[src/hdl/rv_params.svh]
// fixed build-time values; the two I/O addresses are word aligned and must lie outside program memory
`ifndef RV_PARAMS_SVH
`define RV_PARAMS_SVH

// data and address width
`define RV_XLEN 32

// architectural registers including x0
`define RV_NUM_REGS 32

// first fetch after reset
`define RV_RESET_PC 32'd0

// store here to drive the output port
`define RV_IO_OUT_ADDR 32'd1000

// store here to stop the core until reset
`define RV_IO_HALT_ADDR 32'd1004

`endif

[src/hdl/rv_isa_pkg.sv]
// RV32I subset plus MUL only; no DIV/REM encodings and no compressed instructions
`default_nettype none

`include "rv_params.svh"

package rv_isa_pkg;

    typedef logic [`RV_XLEN-1:0] word_t;
    typedef logic [31:0] instr_t;
    typedef logic [$clog2(`RV_NUM_REGS)-1:0] reg_sel_t;

    // major opcodes, instr[6:0]
    typedef enum logic [6:0] {
        OPIMM  = 7'b0010011,
        LOAD   = 7'b0000011,
        STORE  = 7'b0100011,
        BRANCH = 7'b1100011,
        OP     = 7'b0110011,
        LUI    = 7'b0110111,
        AUIPC  = 7'b0010111
    } opcode_e;

    // OP group selector as {funct7, funct3}
    typedef enum logic [9:0] {
        ADD  = 10'b0000000_000,
        SUB  = 10'b0100000_000,
        SLL  = 10'b0000000_001,
        SLT  = 10'b0000000_010,
        SLTU = 10'b0000000_011,
        XOR  = 10'b0000000_100,
        SRL  = 10'b0000000_101,
        SRA  = 10'b0100000_101,
        OR   = 10'b0000000_110,
        AND  = 10'b0000000_111,
        MUL  = 10'b0000001_000
    } op_funct_e;

    typedef enum logic [2:0] {
        BEQ = 3'b000,
        BNE = 3'b001
    } branch_funct_e;

endpackage

`default_nettype wire

[src/hdl/core_pkg.sv]
// control and datapath types for the multi-cycle core; depends on rv_isa_pkg being compiled first
`default_nettype none

package core_pkg;

    typedef enum logic [1:0] {
        FETCH,
        EXEC,
        MEM_WAIT,
        HALTED
    } phase_e;

    // all fields of one instruction, immediates already sign extended
    typedef struct packed {
        rv_isa_pkg::opcode_e   opcode;
        logic [2:0]            funct3;
        rv_isa_pkg::op_funct_e op_funct;
        rv_isa_pkg::reg_sel_t  rd;
        rv_isa_pkg::reg_sel_t  rs1;
        rv_isa_pkg::reg_sel_t  rs2;
        rv_isa_pkg::word_t     i_imm;
        rv_isa_pkg::word_t     s_imm;
        rv_isa_pkg::word_t     b_off;
        rv_isa_pkg::word_t     u_imm;
    } decoded_t;

    // request strobes are single-cycle pulses
    typedef struct packed {
        logic              rd_req;
        logic              wr_req;
        rv_isa_pkg::word_t addr;
        rv_isa_pkg::word_t wr_data;
    } mem_req_t;

    typedef struct packed {
        logic                 en;
        rv_isa_pkg::reg_sel_t sel;
        rv_isa_pkg::word_t    data;
    } wb_t;

endpackage

`default_nettype wire

[src/hdl/alu.sv]
// combinational results for ADDI, OP group, LUI, AUIPC and BEQ/BNE; unsupported OP functs give zero
`timescale 1ns/1ns
`default_nettype none

module alu (
    input  wire core_pkg::decoded_t dec,
    input  wire rv_isa_pkg::word_t  rs1_data,
    input  wire rv_isa_pkg::word_t  rs2_data,
    input  wire rv_isa_pkg::word_t  pc,
    output rv_isa_pkg::word_t       result,
    output logic                    taken,
    output rv_isa_pkg::word_t       eff_addr
);

    logic [4:0] shamt;

    assign shamt = rs2_data[4:0];

    // loads use the I immediate, stores the split S immediate
    assign eff_addr = rs1_data + ((dec.opcode == rv_isa_pkg::STORE) ? dec.s_imm : dec.i_imm);

    always_comb begin
        result = '0;
        case (dec.opcode)
            rv_isa_pkg::OPIMM: result = rs1_data + dec.i_imm;
            rv_isa_pkg::LUI:   result = dec.u_imm;
            rv_isa_pkg::AUIPC: result = pc + dec.u_imm;
            rv_isa_pkg::OP: begin
                case (dec.op_funct)
                    rv_isa_pkg::ADD:  result = rs1_data + rs2_data;
                    rv_isa_pkg::SUB:  result = rs1_data - rs2_data;
                    rv_isa_pkg::SLL:  result = rs1_data << shamt;
                    rv_isa_pkg::SLT:  result = rv_isa_pkg::word_t'($signed(rs1_data) < $signed(rs2_data));
                    rv_isa_pkg::SLTU: result = rv_isa_pkg::word_t'(rs1_data < rs2_data);
                    rv_isa_pkg::XOR:  result = rs1_data ^ rs2_data;
                    rv_isa_pkg::SRL:  result = rs1_data >> shamt;
                    // sign bit fills from the left
                    rv_isa_pkg::SRA:  result = $signed(rs1_data) >>> shamt;
                    rv_isa_pkg::OR:   result = rs1_data | rs2_data;
                    rv_isa_pkg::AND:  result = rs1_data & rs2_data;
                    rv_isa_pkg::MUL:  result = rs1_data * rs2_data;
                    default:          result = '0;
                endcase
            end
            default: result = '0;
        endcase
    end

    always_comb begin
        taken = 1'b0;
        if (dec.opcode == rv_isa_pkg::BRANCH) begin
            case (rv_isa_pkg::branch_funct_e'(dec.funct3))
                rv_isa_pkg::BEQ: taken = (rs1_data == rs2_data);
                rv_isa_pkg::BNE: taken = (rs1_data != rs2_data);
                default:         taken = 1'b0;
            endcase
        end
    end

    // a half-decoded OP word would silently produce zero
    always_comb begin
        if (dec.opcode == rv_isa_pkg::OP) begin
            a_op_funct_known: assert (!$isunknown(dec.op_funct));
        end
    end

endmodule

`default_nettype wire

[config.mk]
export PLATFORM = sky130hd
export DESIGN_NAME = alu
export DESIGN_NICKNAME = d
export VERILOG_FILES = /design/src/hdl/rv_isa_pkg.sv /design/src/hdl/core_pkg.sv /design/src/hdl/alu.sv
export VERILOG_INCLUDE_DIRS = /design/src /design/src/hdl
export SDC_FILE = /design/constraint.sdc
export NUM_CORES = 2
export LEC_CHECK = 0
export BUFFER_PORTS_ARGS = -buffer_cell sky130_fd_sc_hd__buf_2
export CAP_MARGIN = 20
export CORE_ASPECT_RATIO = 0.8
export CORE_UTILIZATION = 35
export DETAILED_ROUTE_END_ITERATION = 10
export GPL_TIMING_DRIVEN = 0
export PLACE_DENSITY = 0.58
export SYNTH_ARGS = -nofsm -noshare
export SYNTH_HDL_FRONTEND = slang
export SYNTH_SLANG_ARGS = --single-unit
[constraint.sdc]
create_clock -name vclk -period 8.1
set_input_delay 0.405 -clock vclk [all_inputs]
set_output_delay 0.405 -clock vclk [all_outputs]
set_load 0.05 [all_outputs]
==> impl_metrics.json <==
{
  "arrival_ns": 7.82,
  "start_util_pct": 35.55,
  "yosysWarnings": 0,
  "grt_usage_pct": 40.55,
  "synth_area_leaders": "fa_1 (28%), ha_1 (13%), nor2_1 (6.6%), inv_1 (6.1%), nand2_1 (4.6%)",
  "outcome": "finished with violations",
  "rows": 94,
  "grt_pass1_vias": 30700,
  "hold_viol": 0,
  "use_met2_pct": 52.92,
  "drive_above_1_share_pct": 19.02,
  "rsz0062_at_grt": "true",
  "yosys-top-cells-count": "nor2_1 (514), inv_1 (474), fa_1 (413)",
  "hold_buffers": 0,
  "die_area_mm2": 0.08502,
  "hpwl_um": 147300,
  "met3_usage_pct": 16.31,
  "cp-startpoint": "rs1_data[18]",
  "die_x_um": 325.8,
  "maxSlewViolCount": 0,
  "design.seq.count": 0,
  "ys_seq_area_share_pct": 0,
  "cp-start-kind": "primary input",
  "routabilityCongestion": 1.073,
  "antenna_found_initial": 17,
  "drtPass1Iterations": 8,
  "synth_top_area_share_pct": 28.17,
  "core_region_area_mm2": 0.08256,
  "worst_slack_ns": -0.1285,
  "route.detailed.drc": 0,
  "overflow": 0,
  "synth.most_common_cell": "nor2_1",
  "area_growth_pct": 20.52,
  "synthesis.area_mm2": 0.02935,
  "setup_violations": 3,
  "cp-end-kind": "output port",
  "hold_start": "dec[155]",
  "fmax_mhz": 121.5,
  "grt-busiest-layer": "met1",
  "cap_violations": 0,
  "worst-path-max-fanout": 14,
  "synth_area_per_cell_um2": 7.717,
  "ant_nets": 0,
  "violations": "setup timing",
  "wl_per_cell_um": 33.50,
  "numPortBuffers": 274,
  "grt_max_degree": 20,
  "cp.required_ns": 7.70,
  "ioPinCount": 324,
  "fin_nets": 5172,
  "crit_type": "in -> out",
  "grt_first_pass_wirelength_um": 242800,
  "period_needed_ns": 8.228,
  "vias": 32880,
  "fin_util_pct": 42.84,
  "drt-initial-drc-count": 4777,
  "synth_cells": 3803,
  "yosysUniqueCellTypes": 97,
  "synth_nets": 4788,
  "slew_headroom_pct": 5.412,
  "die_h_um": 261,
  "dp.cells": 5196,
  "finalSetupTns_ns": -0.2915,
  "fin_area_mm2": 0.03537,
  "viasPerCell": 6.212,
  "ff_latch_area_um2": 0,
  "met1_usage_pct": 57.72,
  "tightestPinTransition_ns": 1.419,
  "nClkBuffers": 0,
  "synth_area_leader_cell": "fa_1",
  "hp-class": "in -> out",
  "fin_crit_sh_pct": 101.6,
  "layoutNonFillerInstCount": 5293,
  "placed_cell_area_mm2": 0.03236,
  "wirelength_um": 177300
}
[cell type report]
| cell class | count | area, um^2 |
|---|---|---|
| multi-input cells | 3092 | 27300 |
| repair buffers | 413 | 2949 |
| well taps | 1104 | 1381 |
| diodes | 4 | 10.01 |
| plain buffers | 185 | 1608 |
| fillers | 8597 | 47190 |
| inverters | 495 | 2123 |
[worst max-delay path: stages]
cell	delay [ns]
buf_4	0.24
inv_4	0.24
nor2_1	0.09
fa_1	0.53
inv_1	0.05
fa_1	0.49
fa_2	0.48
fa_1	0.55
inv_1	0.05
fa_1	0.55
fa_1	0.43
fa_1	0.51
fa_1	0.58
ha_4	0.23
nand2_1	0.07
o21ai_2	0.07
or4b_4	0.49
a31o_1	0.23
a41o_1	0.27
a21oi_1	0.16
o21a_2	0.20
o21ai_2	0.09
xnor2_2	0.21
a221o_2	0.40
buf_8	0.16
[per-stage QoR]
stage               hold slack [ns]  worst slack (ns)
finish                        1.221           -0.1285
detailed placement            1.209            -2.928
floorplan                     1.036          0.008439
global route                  1.240           -0.2194
CTS                           1.209           -0.2251
global placement              1.196            -3.010
[what timing repair did]
action                                  4_1_cts  5_1_grt
setup buffers                                54       69
gates resized for setup                     412      212
pin swaps                                    46       70
endpoints found under the setup margin       25       15
[worst paths after layout]
check,endpoint,slack (ns),depth (start not counted)
worst min-delay path,taken,1.22,5
worst max-delay path,result[31],-0.13,25
[routing by layer]
layer  wire length, um  part of all wire (%)  vias to the layer above
li1                  -                     -                    13690
met1             75260                    42                    16440
met2             66790                    38                     2358
met3             26500                    15                      384
met4              8734                   4.9                        6
met5                34                 0.019                        -
[cell families after synthesis]
| family | after synthesis | share of synthesized area [%] |
|---|---|---|
| adder cells (fa/ha/maj) | 726 | 41.52 |
| AO/OA/AOI/OAI | 894 | 20.27 |
| buffers and inverters | 711 | 9.332 |
| multiplexers | 140 | 6.514 |
| AND/OR/NAND/NOR | 1164 | 17.35 |
| XOR/XNOR | 168 | 5.014 |
[placed cells by master, fill, tap and decap left out, types with 35 or more instances in the layout]
master      n
fa_1      392
nand2_1   360
mux2_2     54
mux2i_1    50
buf_2     256
mux4_2     35
a21oi_1   221
xor2_1     41
buf_4     139
nand3_1    40
nor3_1     57
inv_1     449
o21ai_0   166
clkbuf_1   71
a211oi_1   52
nor2_1    489
xnor2_1   119
ha_1      295
a21o_1     58
Power is not shown: default switching activity piles up to over one toggle a cycle in this logic, so the estimate is an artifact.
