**src/hdl/rv_params.svh**
```systemverilog
// fixed build-time values; the two I/O addresses are word aligned and must lie outside program memory
`ifndef RV_PARAMS_SVH
`define RV_PARAMS_SVH

// data and address width
`define RV_XLEN 32

// architectural registers including x0
`define RV_NUM_REGS 32

// first fetch after reset
`define RV_RESET_PC 32'd0

// store here to drive the output port
`define RV_IO_OUT_ADDR 32'd1000

// store here to stop the core until reset
`define RV_IO_HALT_ADDR 32'd1004

`endif

```
**src/hdl/rv_isa_pkg.sv**
```systemverilog
// RV32I subset plus MUL only; no DIV/REM encodings and no compressed instructions
`default_nettype none

`include "rv_params.svh"

package rv_isa_pkg;

    typedef logic [`RV_XLEN-1:0] word_t;
    typedef logic [31:0] instr_t;
    typedef logic [$clog2(`RV_NUM_REGS)-1:0] reg_sel_t;

    // major opcodes, instr[6:0]
    typedef enum logic [6:0] {
        OPIMM  = 7'b0010011,
        LOAD   = 7'b0000011,
        STORE  = 7'b0100011,
        BRANCH = 7'b1100011,
        OP     = 7'b0110011,
        LUI    = 7'b0110111,
        AUIPC  = 7'b0010111
    } opcode_e;

    // OP group selector as {funct7, funct3}
    typedef enum logic [9:0] {
        ADD  = 10'b0000000_000,
        SUB  = 10'b0100000_000,
        SLL  = 10'b0000000_001,
        SLT  = 10'b0000000_010,
        SLTU = 10'b0000000_011,
        XOR  = 10'b0000000_100,
        SRL  = 10'b0000000_101,
        SRA  = 10'b0100000_101,
        OR   = 10'b0000000_110,
        AND  = 10'b0000000_111,
        MUL  = 10'b0000001_000
    } op_funct_e;

    typedef enum logic [2:0] {
        BEQ = 3'b000,
        BNE = 3'b001
    } branch_funct_e;

endpackage

`default_nettype wire

```
**src/hdl/core_pkg.sv**
```systemverilog
// control and datapath types for the multi-cycle core; depends on rv_isa_pkg being compiled first
`default_nettype none

package core_pkg;

    typedef enum logic [1:0] {
        FETCH,
        EXEC,
        MEM_WAIT,
        HALTED
    } phase_e;

    // all fields of one instruction, immediates already sign extended
    typedef struct packed {
        rv_isa_pkg::opcode_e   opcode;
        logic [2:0]            funct3;
        rv_isa_pkg::op_funct_e op_funct;
        rv_isa_pkg::reg_sel_t  rd;
        rv_isa_pkg::reg_sel_t  rs1;
        rv_isa_pkg::reg_sel_t  rs2;
        rv_isa_pkg::word_t     i_imm;
        rv_isa_pkg::word_t     s_imm;
        rv_isa_pkg::word_t     b_off;
        rv_isa_pkg::word_t     u_imm;
    } decoded_t;

    // request strobes are single-cycle pulses
    typedef struct packed {
        logic              rd_req;
        logic              wr_req;
        rv_isa_pkg::word_t addr;
        rv_isa_pkg::word_t wr_data;
    } mem_req_t;

    typedef struct packed {
        logic                 en;
        rv_isa_pkg::reg_sel_t sel;
        rv_isa_pkg::word_t    data;
    } wb_t;

endpackage

`default_nettype wire

```
**src/hdl/reg_file.sv**
```systemverilog
// two async read ports and one clocked write port; x0 reads zero and ignores writes
`timescale 1ns/1ns
`default_nettype none

`include "rv_params.svh"

module reg_file (
    input  wire                       clk,
    input  wire                       rst,
    input  wire rv_isa_pkg::reg_sel_t rs1_sel,
    input  wire rv_isa_pkg::reg_sel_t rs2_sel,
    output rv_isa_pkg::word_t         rs1_data,
    output rv_isa_pkg::word_t         rs2_data,
    input  wire core_pkg::wb_t        wb
);

    // x0 has no storage
    rv_isa_pkg::word_t regs [1:`RV_NUM_REGS-1];

    assign rs1_data = (rs1_sel == '0) ? '0 : regs[rs1_sel];
    assign rs2_data = (rs2_sel == '0) ? '0 : regs[rs2_sel];

    always_ff @(posedge clk or posedge rst) begin
        if (rst) begin
            for (int i = 1; i < `RV_NUM_REGS; i++) begin
                regs[i] <= '0;
            end
        end else if (wb.en && (wb.sel != '0)) begin
            regs[wb.sel] <= wb.data;
        end
    end

    a_wb_en_known: assert property (@(posedge clk) disable iff (rst) !$isunknown(wb.en));

endmodule

`default_nettype wire

```
**config.mk**
```make
export PLATFORM = sky130hd
export DESIGN_NAME = reg_file
export DESIGN_NICKNAME = d
export VERILOG_FILES = /design/src/hdl/rv_isa_pkg.sv /design/src/hdl/core_pkg.sv /design/src/hdl/reg_file.sv
export VERILOG_INCLUDE_DIRS = /design/src /design/src/hdl
export SDC_FILE = /design/constraint.sdc
export NUM_CORES = 2
export LEC_CHECK = 0
export BUFFER_PORTS_ARGS = -buffer_cell sky130_fd_sc_hd__buf_2
export CELL_PAD_IN_SITES_DETAIL_PLACEMENT = 2
export CELL_PAD_IN_SITES_GLOBAL_PLACEMENT = 2
export CORE_ASPECT_RATIO = 0.5
export CORE_MARGIN = 4
export CORE_UTILIZATION = 49
export DETAILED_ROUTE_END_ITERATION = 6
export GPL_TIMING_DRIVEN = 0
export PLACE_DENSITY = 0.83
export RECOVER_POWER = 50
export SYNTH_ARGS = -nofsm -noshare
export SYNTH_HDL_FRONTEND = slang
export SYNTH_SLANG_ARGS = --single-unit
```
**constraint.sdc**
```tcl
create_clock -name clk -period 57.8 [get_ports clk]
set_clock_uncertainty 0.15 [all_clocks]
set_input_delay 8.67 -clock clk [delete_from_list [all_inputs] [get_ports clk]]
set_output_delay 8.67 -clock clk [all_outputs]
set_load 0.01 [all_outputs]
```
==> results.md <==
- The final-report max-slew violation count is 548.
- Counting every net in the synthesized netlist gives 4072.
- The number of I/O port buffers is 110.
- Setup repair after global routing left no endpoint under its margin.
- The switching power summed over all nets is 0.7331 mW.
- In this run the worst path has a maximum fanout of 10.
- At the later pin of the worst-skew pair, clock insertion delay measures 0.75 ns.
- The critical path goes through buf_2 > buf_2 > buf_2 > nand2_2 > buf_1 > o22ai_1 > nor3_1 > nor3_2 > buf_2.
- The routed layout has 43560 vias.
- The deepest clock path buffer count is 3.
- At the worst endpoint, the required time is 48.98 ns.
- The die covers 0.1156 mm².
- The share of the cycle needed by the critical path after routing is 0.3647.
- The overall die height is 242.4 µm.
- The post-detailed-route DRC marker count is 8.
- The clock group share of total power is 0.311.
- The most instantiated library cell after synthesis is sky130_fd_sc_hd__mux2_2.
- The synthesized design contains 0 enable-type register cells.
- After clock tree synthesis, the clock-pin slew on the worst setup and hold paths is 0.06 ns.
- The hold path startpoint is regs[601]$_DFFE_PP0P_.
- The number of global-route vias before repair is 47770.
- After synthesis, the most frequently instantiated cells are sky130_fd_sc_hd__mux2_2 (1141), sky130_fd_sc_hd__dfrtp_1 (992), sky130_fd_sc_hd__mux2i_1 (517).
- The total CTS buffers is 94.
- The H-tree generated during clock tree synthesis spans 3 levels.
- The leakage component of the power is 26.46 nW.
- The netlist area before placement is 0.05384 mm².
- The measured slew at the worst slew-check pin is 6.384 ns.
- The worst hold path belongs to the class flop to flop.
- Synthesis produced 4022 cells.
- Dividing the detail-routed via count by the number of cells gives 7.572.
- The largest net degree at the start of global routing is 128.
- The async set-reset flop share out of synthesis is 1.000.
- The initial utilization of the core area, before any placement, comes to 0.4973.
- The number of cells on the worst reg-to-reg path is 1.
- Setup violations remaining at the end of the flow were counted as 0.
- The region available for standard cell placement spans 0.1083 mm².
- The root buffer cell is sky130_fd_sc_hd__clkbuf_16.
- Yosys printed 0 warnings.
- TritonCTS built the clock tree.
- The worst hold path cell count is 1.
- The number of storage elements in the synthesis netlist is 992.
- The floorplan has 85 rows.
- The endpoint identified for the worst register-to-register timing path is regs[413]$_DFFE_PP0P_.
- The average footprint of a synthesized cell is 13.39 µm².
- In the final routed layout, each cell accounts on average for 45.00 µm.
- The worst-case headroom to the max-slew limit is -3.256.
- The width of the chip is 476.8 µm.
- The tree built by TritonCTS fans out to 992 sinks.
- Of the total power, the share spent switching nets is 0.3425.
- The congestion estimate from routability-driven global placement came to 0.9448.
- Setup total negative slack on the finished layout was measured at 0 ns.
- IR analysis of the VDD net gives a maximum drop of 23.19 µV.
- After the last flow step, the layout net total stands at 4287.
- The count of final hold-check violations is 0.
- The fraction of final layout cells sized beyond drive strength 1 is 0.3981.
- The count of filler cells inserted in the layout is 9839.
- The number of buffers added for setup after CTS is 0.
- For this run, the register share of the synthesized area comes to 0.4610.
- The tool flagged a number of max-cap violations equal to 9.
- In the post-synthesis netlist, the biggest area contributors are sky130_fd_sc_hd__dfrtp_1 (46%), sky130_fd_sc_hd__mux2_2 (24%), sky130_fd_sc_hd__mux2i_1 (9.6%).
- The sequential cell fraction of total power is 0.454.
- The area added between synthesis and finish is 9.976%.
- The remaining antenna violation count after routing is 0.
- The most numerous cell type found on the critical path is sky130_fd_sc_hd__buf_2.
- Global routing finished with a remaining overflow of 0.
- The largest registers in the layout are regs x992.
- The start-to-end type of the worst setup path is input port to primary output.
- The sum of internal, switching and leakage power is 2.140 mW.
- For the worst setup path, the data arrival time is 12.26 ns.
- In this design, the stage delay of the slowest critical-path cell is 0.63 ns.
- The worst flop-to-flop path startpoint is regs[413]$_DFFE_PP0P_.
- The cell taking the most area after synthesis is sky130_fd_sc_hd__dfrtp_1.
- The wire length of the first global-routing pass is 367.7 mm.
- The number of flip-flops in the largest register is 992.
- The first routing iteration left 5892 violations.
- The largest individual stage delay along the critical path comes from the cell sky130_fd_sc_hd__buf_1.
- Of the post-synthesis cell area, the dominant cell type holds 0.4610.
- The total length of routed wires is 258.9 mm.
- The count of instances resized after the clock tree is built is 0.
- The number of unique standard cell types used by synthesis is 43.
- regs holds more flip-flops than any other register.
- The worst hold path terminates at regs[601]$_DFFE_PP0P_.
- The maximum clock frequency is 0.04744 GHz.
- The number of I/O pins is 114.
- The startpoint kind of the worst setup timing path is an input port.
- The share of total power dissipated in combinational logic is 0.234.
- The worst setup slack for register-to-register paths is 56.67 ns.
- The number of antenna violations at the first check in global routing is 5.
- The final reports fail on DRC, capacitance limit, slew limit.
- The run finished, with violations left.
- The half-perimeter wire length after detailed placement is 161.6 mm.
- For this design, the CTS-stage hold fixing added 0 buffers.
- The most used flip-flop cell after synthesis is sky130_fd_sc_hd__dfrtp_1.
- For this design the ratio of total power to cell area is 36.15 mW/mm².
- The internal portion of total power is 1.407 mW.
- The kind of end point of the critical path is a primary output.
- In the global route stage, overall resource usage came out at 0.4377.
- The clock period could shrink to 21.08 ns.
- Before antenna repair, the detailed router went through 7 iterations.
[power by group through the flow]
stage          combinational [mW]  sequential, mW  clock, mW
6_report                    0.502           0.972      0.666
5_1_grt                     0.518           0.978      0.694
4_1_cts                     0.492           0.960      0.660
3_5_place_dp                0.458           0.953          0
3_3_place_gp                0.425           0.930          0
2_1_floorplan               0.329           0.912          0
[through the flow]
| step | setup slack [ns] | area [µm²] | util | std cells | hold WS [ns] |
|---|---|---|---|---|---|
| 3_5_place_dp | 37.16 | 56450 | 0.5214 | 5576 | 0.3521 |
| 3_3_place_gp | 10.16 | 56190 | 0.5190 | 5567 | 0.3298 |
| 2_1_floorplan | 21.07 | 53840 | - | 4022 | 0.3197 |
| 5_1_grt | 35.57 | 59200 | 0.5468 | 5747 | 0.3983 |
| 4_1_cts | 37.09 | 59460 | 0.5492 | 5746 | 0.3823 |
| 6_report | 36.72 | 59220 | 0.5469 | 5752 | 0.3756 |
[cell type report]
cell class | count | area (µm²) | area share
Clock buffer | 140 | 2758 | 0.04657
Sequential cell | 992 | 24820 | 0.4192
Antenna cell | 6 | 15.01 | 0.0002536
Multi-Input combinational cell | 2606 | 26640 | 0.4498
Timing Repair Buffer | 119 | 676.9 | 0.01143
Inverter | 1 | 5.005 | 0.00008452
Tap cell | 1435 | 1795 | 0.03032
Clock inverter | 30 | 252.7 | 0.004268
Buffer | 423 | 2252 | 0.03803
[metal layers]
layer | GRT usage | wire (µm) | up-vias
met4 | 0.2777 | 19500 | 4
met2 | 0.6629 | 113900 | 3410
met3 | 0.1375 | 28010 | 1190
met1 | 0.5452 | 97470 | 23190
met5 | 0.001634 | 22 | -
li1 | - | - | 15770
[worst max-delay path by stage]
stage	start	end	slack, ns	depth (start not counted)
after floorplan	rst	regs[0]$_DFFE_PP0P_	21.07	1
after global placement	rst	regs[805]$_DFFE_PP0P_	10.16	2
after detailed placement	rs2_sel[2]	rs2_data[0]	37.16	8
after CTS	rs2_sel[2]	rs2_data[0]	37.09	8
final	rs1_sel[2]	rs1_data[0]	36.72	9
after global routing	rst	regs[807]$_DFFE_PP0P_	35.57	7
[cell usage in the layout (no fill, tap or decap), types with 3 or more instances in the layout]
cell / n
sky130_fd_sc_hd__buf_2: 221
sky130_fd_sc_hd__nor3_2: 61
sky130_fd_sc_hd__nand2_1: 21
sky130_fd_sc_hd__or2_2: 5
sky130_fd_sc_hd__mux2_2: 1069
sky130_fd_sc_hd__nor2b_1: 4
sky130_fd_sc_hd__o31a_1: 62
sky130_fd_sc_hd__buf_4: 34
sky130_fd_sc_hd__buf_8: 5
sky130_fd_sc_hd__clkbuf_16: 96
sky130_fd_sc_hd__nor3_1: 130
sky130_fd_sc_hd__nand2b_1: 7
sky130_fd_sc_hd__o22ai_1: 319
sky130_fd_sc_hd__buf_6: 32
sky130_fd_sc_hd__diode_2: 6
sky130_fd_sc_hd__nand3b_1: 6
sky130_fd_sc_hd__dfrtp_1: 992
sky130_fd_sc_hd__clkbuf_1: 253
sky130_fd_sc_hd__a221oi_1: 62
sky130_fd_sc_hd__nor2_1: 17
sky130_fd_sc_hd__or3b_1: 3
sky130_fd_sc_hd__a22oi_1: 63
sky130_fd_sc_hd__buf_16: 4
sky130_fd_sc_hd__buf_1: 11
sky130_fd_sc_hd__clkbuf_8: 19
sky130_fd_sc_hd__clkinv_2: 21
sky130_fd_sc_hd__mux4_2: 129
sky130_fd_sc_hd__buf_12: 6
sky130_fd_sc_hd__nor3b_1: 4
sky130_fd_sc_hd__mux2_1: 110
sky130_fd_sc_hd__mux2i_1: 517
sky130_fd_sc_hd__bufinv_16: 3
sky130_fd_sc_hd__inv_6: 3
[kinds of logic after synthesis]
| group | share of synthesized area |
|---|---|
| AO/OA/AOI/OAI | 0.06648 |
| multiplexers | 0.3966 |
| buffers and inverters | 0.04362 |
| flip-flops | 0.4610 |
| AND/OR/NAND/NOR | 0.03223 |
[worst max-delay path: cells and delay by family]
kind	cells	cell delay (ns)
AO/OA/AOI/OAI	1	0.55
buffers and inverters	5	1.89
AND/OR/NAND/NOR	3	1.11
Note: power is estimated with default switching activity, not from simulation.
