## config.mk

```make
export PLATFORM = sky130hd
export DESIGN_NAME = core_control
export DESIGN_NICKNAME = d
export VERILOG_FILES = /design/src/hdl/rv_isa_pkg.sv /design/src/hdl/core_pkg.sv /design/src/hdl/core_control.sv
export VERILOG_INCLUDE_DIRS = /design/src /design/src/hdl
export SDC_FILE = /design/constraint.sdc
export NUM_CORES = 1
export LEC_CHECK = 0
export BUFFER_PORTS_ARGS = -buffer_cell sky130_fd_sc_hd__buf_2
export CORE_AREA = 4 4 257 259
export DETAILED_ROUTE_END_ITERATION = 8
export DIE_AREA = 0 0 261 263
export PLACE_DENSITY_LB_ADDON = 0.12
export SLEW_MARGIN = 20
export SYNTH_ARGS = -nofsm -noshare
export SYNTH_HDL_FRONTEND = slang
export SYNTH_SLANG_ARGS = --single-unit
```

## constraint.sdc

```tcl
create_clock -name clk -period 9.7 [get_ports clk]
set_clock_uncertainty 0.15 [all_clocks]
set_input_delay 1.455 -clock clk [delete_from_list [all_inputs] [get_ports clk]]
set_output_delay 1.455 -clock clk [all_outputs]
set_load 0.02 [all_outputs]
```

## src/hdl/rv_params.svh

```systemverilog
// fixed build-time values; the two I/O addresses are word aligned and must lie outside program memory
`ifndef RV_PARAMS_SVH
`define RV_PARAMS_SVH

// data and address width
`define RV_XLEN 32

// architectural registers including x0
`define RV_NUM_REGS 32

// first fetch after reset
`define RV_RESET_PC 32'd0

// store here to drive the output port
`define RV_IO_OUT_ADDR 32'd1000

// store here to stop the core until reset
`define RV_IO_HALT_ADDR 32'd1004

`endif

```

## src/hdl/rv_isa_pkg.sv

```systemverilog
// RV32I subset plus MUL only; no DIV/REM encodings and no compressed instructions
`default_nettype none

`include "rv_params.svh"

package rv_isa_pkg;

    typedef logic [`RV_XLEN-1:0] word_t;
    typedef logic [31:0] instr_t;
    typedef logic [$clog2(`RV_NUM_REGS)-1:0] reg_sel_t;

    // major opcodes, instr[6:0]
    typedef enum logic [6:0] {
        OPIMM  = 7'b0010011,
        LOAD   = 7'b0000011,
        STORE  = 7'b0100011,
        BRANCH = 7'b1100011,
        OP     = 7'b0110011,
        LUI    = 7'b0110111,
        AUIPC  = 7'b0010111
    } opcode_e;

    // OP group selector as {funct7, funct3}
    typedef enum logic [9:0] {
        ADD  = 10'b0000000_000,
        SUB  = 10'b0100000_000,
        SLL  = 10'b0000000_001,
        SLT  = 10'b0000000_010,
        SLTU = 10'b0000000_011,
        XOR  = 10'b0000000_100,
        SRL  = 10'b0000000_101,
        SRA  = 10'b0100000_101,
        OR   = 10'b0000000_110,
        AND  = 10'b0000000_111,
        MUL  = 10'b0000001_000
    } op_funct_e;

    typedef enum logic [2:0] {
        BEQ = 3'b000,
        BNE = 3'b001
    } branch_funct_e;

endpackage

`default_nettype wire

```

## src/hdl/core_pkg.sv

```systemverilog
// control and datapath types for the multi-cycle core; depends on rv_isa_pkg being compiled first
`default_nettype none

package core_pkg;

    typedef enum logic [1:0] {
        FETCH,
        EXEC,
        MEM_WAIT,
        HALTED
    } phase_e;

    // all fields of one instruction, immediates already sign extended
    typedef struct packed {
        rv_isa_pkg::opcode_e   opcode;
        logic [2:0]            funct3;
        rv_isa_pkg::op_funct_e op_funct;
        rv_isa_pkg::reg_sel_t  rd;
        rv_isa_pkg::reg_sel_t  rs1;
        rv_isa_pkg::reg_sel_t  rs2;
        rv_isa_pkg::word_t     i_imm;
        rv_isa_pkg::word_t     s_imm;
        rv_isa_pkg::word_t     b_off;
        rv_isa_pkg::word_t     u_imm;
    } decoded_t;

    // request strobes are single-cycle pulses
    typedef struct packed {
        logic              rd_req;
        logic              wr_req;
        rv_isa_pkg::word_t addr;
        rv_isa_pkg::word_t wr_data;
    } mem_req_t;

    typedef struct packed {
        logic                 en;
        rv_isa_pkg::reg_sel_t sel;
        rv_isa_pkg::word_t    data;
    } wb_t;

endpackage

`default_nettype wire

```

## src/hdl/core_control.sv

```systemverilog
// one request outstanding at a time; stores to the I/O addresses never reach memory, halt holds until reset
`timescale 1ns/1ns
`default_nettype none

`include "rv_params.svh"

module core_control (
    input  wire                      clk,
    input  wire                      rst,
    input  wire                      mem_ack,
    input  wire core_pkg::decoded_t  live,
    input  wire core_pkg::decoded_t  held,
    input  wire rv_isa_pkg::word_t   mem_rd_data,
    input  wire rv_isa_pkg::word_t   result,
    input  wire                      taken,
    input  wire rv_isa_pkg::word_t   eff_addr,
    input  wire rv_isa_pkg::word_t   rs2_data,
    output rv_isa_pkg::word_t        pc,
    output rv_isa_pkg::instr_t       held_instr,
    output core_pkg::mem_req_t       mem_req,
    output core_pkg::wb_t            wb,
    output rv_isa_pkg::word_t        out,
    output logic                     out_valid,
    output logic                     halt
);

    core_pkg::phase_e   phase_q;
    core_pkg::phase_e   phase_d;
    rv_isa_pkg::word_t  pc_q;
    rv_isa_pkg::word_t  pc_d;
    rv_isa_pkg::word_t  next_pc;
    rv_isa_pkg::instr_t held_q;
    rv_isa_pkg::instr_t held_d;
    logic               armed_q;
    logic               do_fetch;

    assign pc         = pc_q;
    assign held_instr = held_q;
    assign halt       = (phase_q == core_pkg::HALTED);

    always_comb begin
        phase_d  = phase_q;
        pc_d     = pc_q;
        held_d   = held_q;
        next_pc  = pc_q + 32'd4;
        do_fetch = 1'b0;

        mem_req.rd_req  = 1'b0;
        mem_req.wr_req  = 1'b0;
        mem_req.addr    = eff_addr;
        mem_req.wr_data = rs2_data;

        wb.en   = 1'b0;
        wb.sel  = live.rd;
        wb.data = result;

        out       = rs2_data;
        out_valid = 1'b0;

        case (phase_q)
            core_pkg::FETCH: begin
                // first cycle after reset stays quiet
                if (armed_q) begin
                    next_pc  = pc_q;
                    do_fetch = 1'b1;
                end
            end
            core_pkg::EXEC: begin
                if (mem_ack) begin
                    case (live.opcode)
                        rv_isa_pkg::OPIMM, rv_isa_pkg::OP, rv_isa_pkg::LUI,
                        rv_isa_pkg::AUIPC: begin
                            wb.en    = 1'b1;
                            do_fetch = 1'b1;
                        end
                        rv_isa_pkg::BRANCH: begin
                            if (taken) begin
                                next_pc = pc_q + live.b_off;
                            end
                            do_fetch = 1'b1;
                        end
                        rv_isa_pkg::LOAD: begin
                            mem_req.rd_req = 1'b1;
                            held_d         = mem_rd_data;
                            phase_d        = core_pkg::MEM_WAIT;
                        end
                        rv_isa_pkg::STORE: begin
                            if (eff_addr == `RV_IO_OUT_ADDR) begin
                                out_valid = 1'b1;
                                do_fetch  = 1'b1;
                            end else if (eff_addr == `RV_IO_HALT_ADDR) begin
                                phase_d = core_pkg::HALTED;
                            end else begin
                                mem_req.wr_req = 1'b1;
                                held_d         = mem_rd_data;
                                phase_d        = core_pkg::MEM_WAIT;
                            end
                        end
                        default: phase_d = core_pkg::HALTED;
                    endcase
                end
            end
            core_pkg::MEM_WAIT: begin
                if (mem_ack) begin
                    wb.en    = (held.opcode == rv_isa_pkg::LOAD);
                    wb.sel   = held.rd;
                    wb.data  = mem_rd_data;
                    // cleared held word tells the top no access is pending
                    held_d   = '0;
                    do_fetch = 1'b1;
                end
            end
            default: begin
            end
        endcase

        if (do_fetch) begin
            pc_d           = next_pc;
            mem_req.rd_req = 1'b1;
            mem_req.addr   = next_pc;
            phase_d        = core_pkg::EXEC;
        end
    end

    always_ff @(posedge clk or posedge rst) begin
        if (rst) begin
            phase_q <= core_pkg::FETCH;
            pc_q    <= `RV_RESET_PC;
            held_q  <= '0;
            armed_q <= 1'b0;
        end else begin
            phase_q <= phase_d;
            pc_q    <= pc_d;
            held_q  <= held_d;
            armed_q <= 1'b1;
        end
    end

    a_one_req: assert property (@(posedge clk) disable iff (rst)
        !(mem_req.rd_req && mem_req.wr_req));

    a_halt_quiet: assert property (@(posedge clk) disable iff (rst)
        (phase_q == core_pkg::HALTED) |-> !(mem_req.rd_req || mem_req.wr_req));

endmodule

`default_nettype wire

```

==> flow_summary.html <==
<table>
<tr><th>Metric</th><th>Value</th></tr>
<tr><th colspan="2">Power and ir drop</th></tr>
<tr><td>Internal portion of total power</td><td>0.745 mW</td></tr>
<tr><td>Proportion of power drawn by the clock network</td><td>0.285</td></tr>
<tr><td>Max IR drop VDD</td><td>about 0.084 mV</td></tr>
<tr><td>Fraction of power spent switching nets</td><td>0.444</td></tr>
<tr><td>Reg power frac</td><td>0.307</td></tr>
<tr><td>Net switching component of the power</td><td>0.594 mW</td></tr>
<tr><td>Leakage power</td><td>about 4.2 nW</td></tr>
<tr><td>Areal power density over the cells</td><td>143 mW/mm²</td></tr>
<tr><td>Tot Pwr</td><td>1.34 mW</td></tr>
<tr><td>Combinational fraction of design power</td><td>0.408</td></tr>
<tr><th colspan="2">Setup path</th></tr>
<tr><td>Series of cell instances along the critical path</td><td>buf_2 -&gt; nor4b_1 -&gt; nand4_1 -&gt; nor3_2 -&gt; nand2_1 -&gt; a221oi_4 -&gt; buf_4 -&gt; o211ai_1 -&gt; a41o_1 -&gt; or2_1 -&gt; o21a_1 -&gt; buf_2</td></tr>
<tr><td>Critical path class</td><td>input port to output pin</td></tr>
<tr><td>Max stage delay on crit path</td><td>0.82 ns</td></tr>
<tr><td>Highest-delay cell along the critical path</td><td>a221oi_4</td></tr>
<tr><td>Beginning of the worst register-to-register path</td><td>phase_q[0]$_DFFE_PP0P_</td></tr>
<tr><td>Startpoint of the most critical setup path</td><td>eff_addr[30]</td></tr>
<tr><td>Cell depth of the worst flop-to-flop path</td><td>11</td></tr>
<tr><td>Most used cell, CP</td><td>buf_2</td></tr>
<tr><td>CP Data Required Time</td><td>8.10 ns</td></tr>
<tr><td>Kind of end point of the critical path</td><td>output pin</td></tr>
<tr><td>CP Launch Type</td><td>input port</td></tr>
<tr><td>Arrival time reported for the critical path endpoint</td><td>between 5 and 6 ns</td></tr>
<tr><td>Setup slack on the worst flop-to-flop path</td><td>around 5.6 ns</td></tr>
<tr><td>Crit Reg-Reg Endpoint</td><td>pc[24]$_DFFE_PP0N_</td></tr>
<tr><td>Worst-path maximum fanout</td><td>19</td></tr>
<tr><th colspan="2">Hold path</th></tr>
<tr><td>Hold Crit Endpoint</td><td>held_instr[12]$_DFFE_PP0P_</td></tr>
<tr><td>Path class of the lowest-slack min-delay path</td><td>flip-flop to flip-flop</td></tr>
<tr><td>Min-Delay Path Depth</td><td>2</td></tr>
<tr><td>HP Start</td><td>held_instr[12]$_DFFE_PP0P_</td></tr>
<tr><th colspan="2">STA</th></tr>
<tr><td>Hold violation total from the final report</td><td>0</td></tr>
<tr><td>Final setup fails</td><td>0</td></tr>
<tr><td>Number of slew-limit violations in the final report</td><td>0</td></tr>
<tr><td>Total negative slack for setup checks</td><td>0 ns</td></tr>
<tr><td>Timing-limited maximum frequency</td><td>around 0.14 GHz</td></tr>
<tr><td>Min Clock Period, post-route</td><td>approximately 7 ns</td></tr>
<tr><td>Slew headroom</td><td>0.375</td></tr>
<tr><td>Worst setup slack after layout</td><td>2.64 ns</td></tr>
<tr><td>Post-route fraction of the period consumed by the critical path</td><td>0.727</td></tr>
<tr><td>Tightest Pin Transition</td><td>0.937 ns</td></tr>
<tr><td>RSZ-0062 raised after global routing</td><td>no</td></tr>
<tr><th colspan="2">Synth</th></tr>
<tr><td>Yosys warning total</td><td>0</td></tr>
<tr><td>Number of storage elements in the synthesis netlist</td><td>67</td></tr>
<tr><td>Asr flop ratio synth</td><td>1.00</td></tr>
<tr><td>Number of synthesized flops with an enable pin</td><td>0</td></tr>
<tr><td>Mapped Nets</td><td>~1400</td></tr>
<tr><td>Portion of synthesized cell area occupied by the leading cell type</td><td>0.237</td></tr>
<tr><td>Average footprint of a synthesized cell</td><td>7.54 µm²</td></tr>
<tr><td>Main flop type after synthesis</td><td>dfrtp_1</td></tr>
<tr><td>Sequential-to-total area share from yosys stat</td><td>0.237</td></tr>
<tr><td>Post-synthesis instance area</td><td>slightly above 0.007 mm²</td></tr>
<tr><td>Post-Synthesis Cells</td><td>938</td></tr>
<tr><td>Count of different cell masters after synthesis</td><td>71</td></tr>
<tr><td>Cell types occupying the most area after synthesis</td><td>dfrtp_1 (24%), buf_4 (6.9%), ha_1 (6.4%), nand2_1 (6.0%), mux2_2 (5.9%)</td></tr>
<tr><td>Synth area leader</td><td>dfrtp_1</td></tr>
<tr><th colspan="2">Floorplanning</th></tr>
<tr><td>Boundary pin count</td><td>660</td></tr>
<tr><td>Horiz. Die Dim</td><td>between 200 and 300 µm</td></tr>
<tr><td>Initial core utilization</td><td>0.111</td></tr>
<tr><td>Area of the placeable core</td><td>approximately 0.064 mm²</td></tr>
<tr><td>Die ar.</td><td>0.0686 mm²</td></tr>
<tr><td>Vertical extent of the die</td><td>263 µm</td></tr>
<tr><td>Floorplan row count</td><td>93</td></tr>
<tr><th colspan="2">Job</th></tr>
<tr><td>Max-capacitance violation count</td><td>0</td></tr>
<tr><th colspan="2">Cells and area</th></tr>
<tr><td>Area used by multi-input combinational logic</td><td>0.00467 mm²</td></tr>
<tr><td>Commonest non-fill, non-tap cells in the layout</td><td>buf_2 (293), nand2_1 (114), nor2_1 (94), o21ai_0 (82), a21oi_1 (72)</td></tr>
<tr><td>Area grow syn2layout</td><td>32.3%</td></tr>
<tr><td>Fraction of layout instances using a drive strength above 1</td><td>0.330</td></tr>
<tr><td>Total non-filler cell area in the finished layout</td><td>approximately 0.0094 mm²</td></tr>
<tr><td>Fill cell count</td><td>~7400</td></tr>
<tr><td>Most frequent standard cell in the layout excluding fill and tap cells</td><td>buf_2</td></tr>
<tr><td>Sequential cell area</td><td>roughly 0.0017 mm²</td></tr>
<tr><td>Utilization of the core after routing</td><td>0.147</td></tr>
<tr><td>Layout net count</td><td>between 1500 and 2000</td></tr>
<tr><th colspan="2">Clocking</th></tr>
<tr><td>Clock Sinks</td><td>67</td></tr>
<tr><td>Cts bufs inserted</td><td>9</td></tr>
<tr><td>Root Driver</td><td>clkbuf_16</td></tr>
<tr><td>Clock edge transition at the registers on the reported setup and hold paths</td><td>0.07 ns</td></tr>
<tr><td>H-tree Lvls</td><td>3</td></tr>
<tr><td>Number of buffers inserted to repair setup after CTS</td><td>0</td></tr>
<tr><td>Clock latency reported for the late side of the worst-skew pair</td><td>0.38 ns</td></tr>
<tr><td>PostCTS Resize Cnt</td><td>0</td></tr>
<tr><td>CTS max path bufs</td><td>2</td></tr>
<tr><td>CTS tree</td><td>done</td></tr>
<tr><td>Number of buffers added to fix hold violations after cts</td><td>0</td></tr>
<tr><th colspan="2">Drt</th></tr>
<tr><td>Post-detailed-routing wire length</td><td>39400 µm</td></tr>
<tr><td>Antenna-violating nets left</td><td>0</td></tr>
<tr><td>Routed length per instance</td><td>between 15 and 20 µm</td></tr>
<tr><td>Iteration count of the initial detailed-routing pass</td><td>5</td></tr>
<tr><td>Total vias in the final route</td><td>7558</td></tr>
<tr><td>Initial DRC Count</td><td>398</td></tr>
<tr><td>Remaining design rule violation count</td><td>0</td></tr>
<tr><td>Via/cell ratio</td><td>3.78</td></tr>
<tr><th colspan="2">Placement</th></tr>
<tr><td>RD Place Congestion</td><td>between 0.7 and 0.8</td></tr>
<tr><td>Placement Cell Area</td><td>0.00904 mm²</td></tr>
<tr><td>HPWL Detailed</td><td>32100 µm</td></tr>
<tr><td>Worst slack, placed</td><td>2.39 ns</td></tr>
<tr><td>Port Buffer Count</td><td>293</td></tr>
<tr><th colspan="2">Status</th></tr>
<tr><td>Outcome</td><td>complete, no violations</td></tr>
<tr><th colspan="2">GRT</th></tr>
<tr><td>First-pass GRT wire length</td><td>56600 µm</td></tr>
<tr><td>Antenna violations before repair</td><td>9</td></tr>
<tr><td>Maximum number of pins on one net before global-route repair</td><td>between 60 and 70</td></tr>
<tr><td>Grt ovf</td><td>0</td></tr>
<tr><td>Overall routing resource usage</td><td>0.114</td></tr>
<tr><td>Vias in the first global route</td><td>around 8000</td></tr>
</table>
-- cells in the mapped netlist, types with 4 or more instances --
cell type	number
dfrtp_1	67
o211ai_1	14
xnor2_1	15
buf_2	14
and3_1	7
nor3_1	15
a21oi_1	72
and2_1	6
xor2_1	17
ha_1	36
clkbuf_1	36
nor4_1	9
o21ai_1	4
o21bai_1	7
nand2_1	114
o21ai_0	82
nand4_1	25
nand3_1	26
a211oi_1	5
a21o_1	15
a31o_2	4
o21a_1	30
a31oi_1	6
mux2_2	37
nand2b_1	36
nor2_1	95
buf_4	65
inv_1	16
-- worst max path at each step --
stage / depth (start not counted) / slack (ns) / end
6_report: 12 / 2.64 / mem_req[56]
5_1_grt: 12 / 2.30 / mem_req[51]
4_1_cts: 12 / 2.38 / mem_req[56]
3_5_place_dp: 12 / 2.39 / mem_req[56]
3_3_place_gp: 12 / 2.42 / mem_req[56]
2_1_floorplan: 11 / 4.36 / mem_req[60]
-- layer usage --
metal	global-route usage	vias up	wire length, µm
li1	-	3701	-
met1	0.135	3516	16600
met2	0.186	291	18200
met3	0.0555	40	4100
met4	0.0229	10	488
met5	0	-	62
-- registers in the layout, summed over array words and instances (netlist names) --
signal	flops
armed_q	1
held_instr	32
pc	32
phase_q	2
-- power groups by stage --
stage / combinational, mW / sequential, mW / clock (mW)
final: 0.546 / 0.412 / 0.382
after global routing: 0.609 / 0.426 / 0.424
after CTS: 0.559 / 0.414 / 0.414
after detailed placement: 0.559 / 0.416 / 0
after global placement: 0.563 / 0.415 / 0
after floorplan: 0.281 / 0.492 / 0
-- kinds of logic (layout without fill, tap and decap cells) --
group	Yosys count	count (layout)	synth area share
simple gates	355	355	0.240
flops	67	67	0.237
compound gates	274	274	0.247
buf+inv	132	338	0.107
fa+ha+maj	37	37	0.0665
xor+xnor	32	32	0.0396
mux	40	40	0.0631
other cells	1	4	0.000530
-- worst max-delay path, delay by kind of cell --
family	cells	cell delay, ns
buffers and inverters	3	0.73
AO/OA/AOI/OAI	4	1.29
AND/OR/NAND/NOR	5	1.94
-- through the flow --
| stage | cells | hold slack [ns] |
|---|---|---|
| 4_1_cts | 1999 | 0.333 |
| 2_1_floorplan | 938 | 0.362 |
| 3_5_place_dp | 1983 | 0.315 |
| 3_3_place_gp | 1983 | 0.309 |
| 5_1_grt | 2001 | 0.351 |
| 6_report | 2002 | 0.327 |
-- area by class of cell --
class	count	share of cell area
Multi-Input combinational cell	739	0.499
Inverter	16	0.00655
Antenna cell	3	0.000802
Clock buffer	9	0.0241
Sequential cell	67	0.179
Timing Repair Buffer	306	0.167
Tap cell	855	0.114
Clock inverter	7	0.00895
No activity file was read; power rests on OpenSTA's default activity.
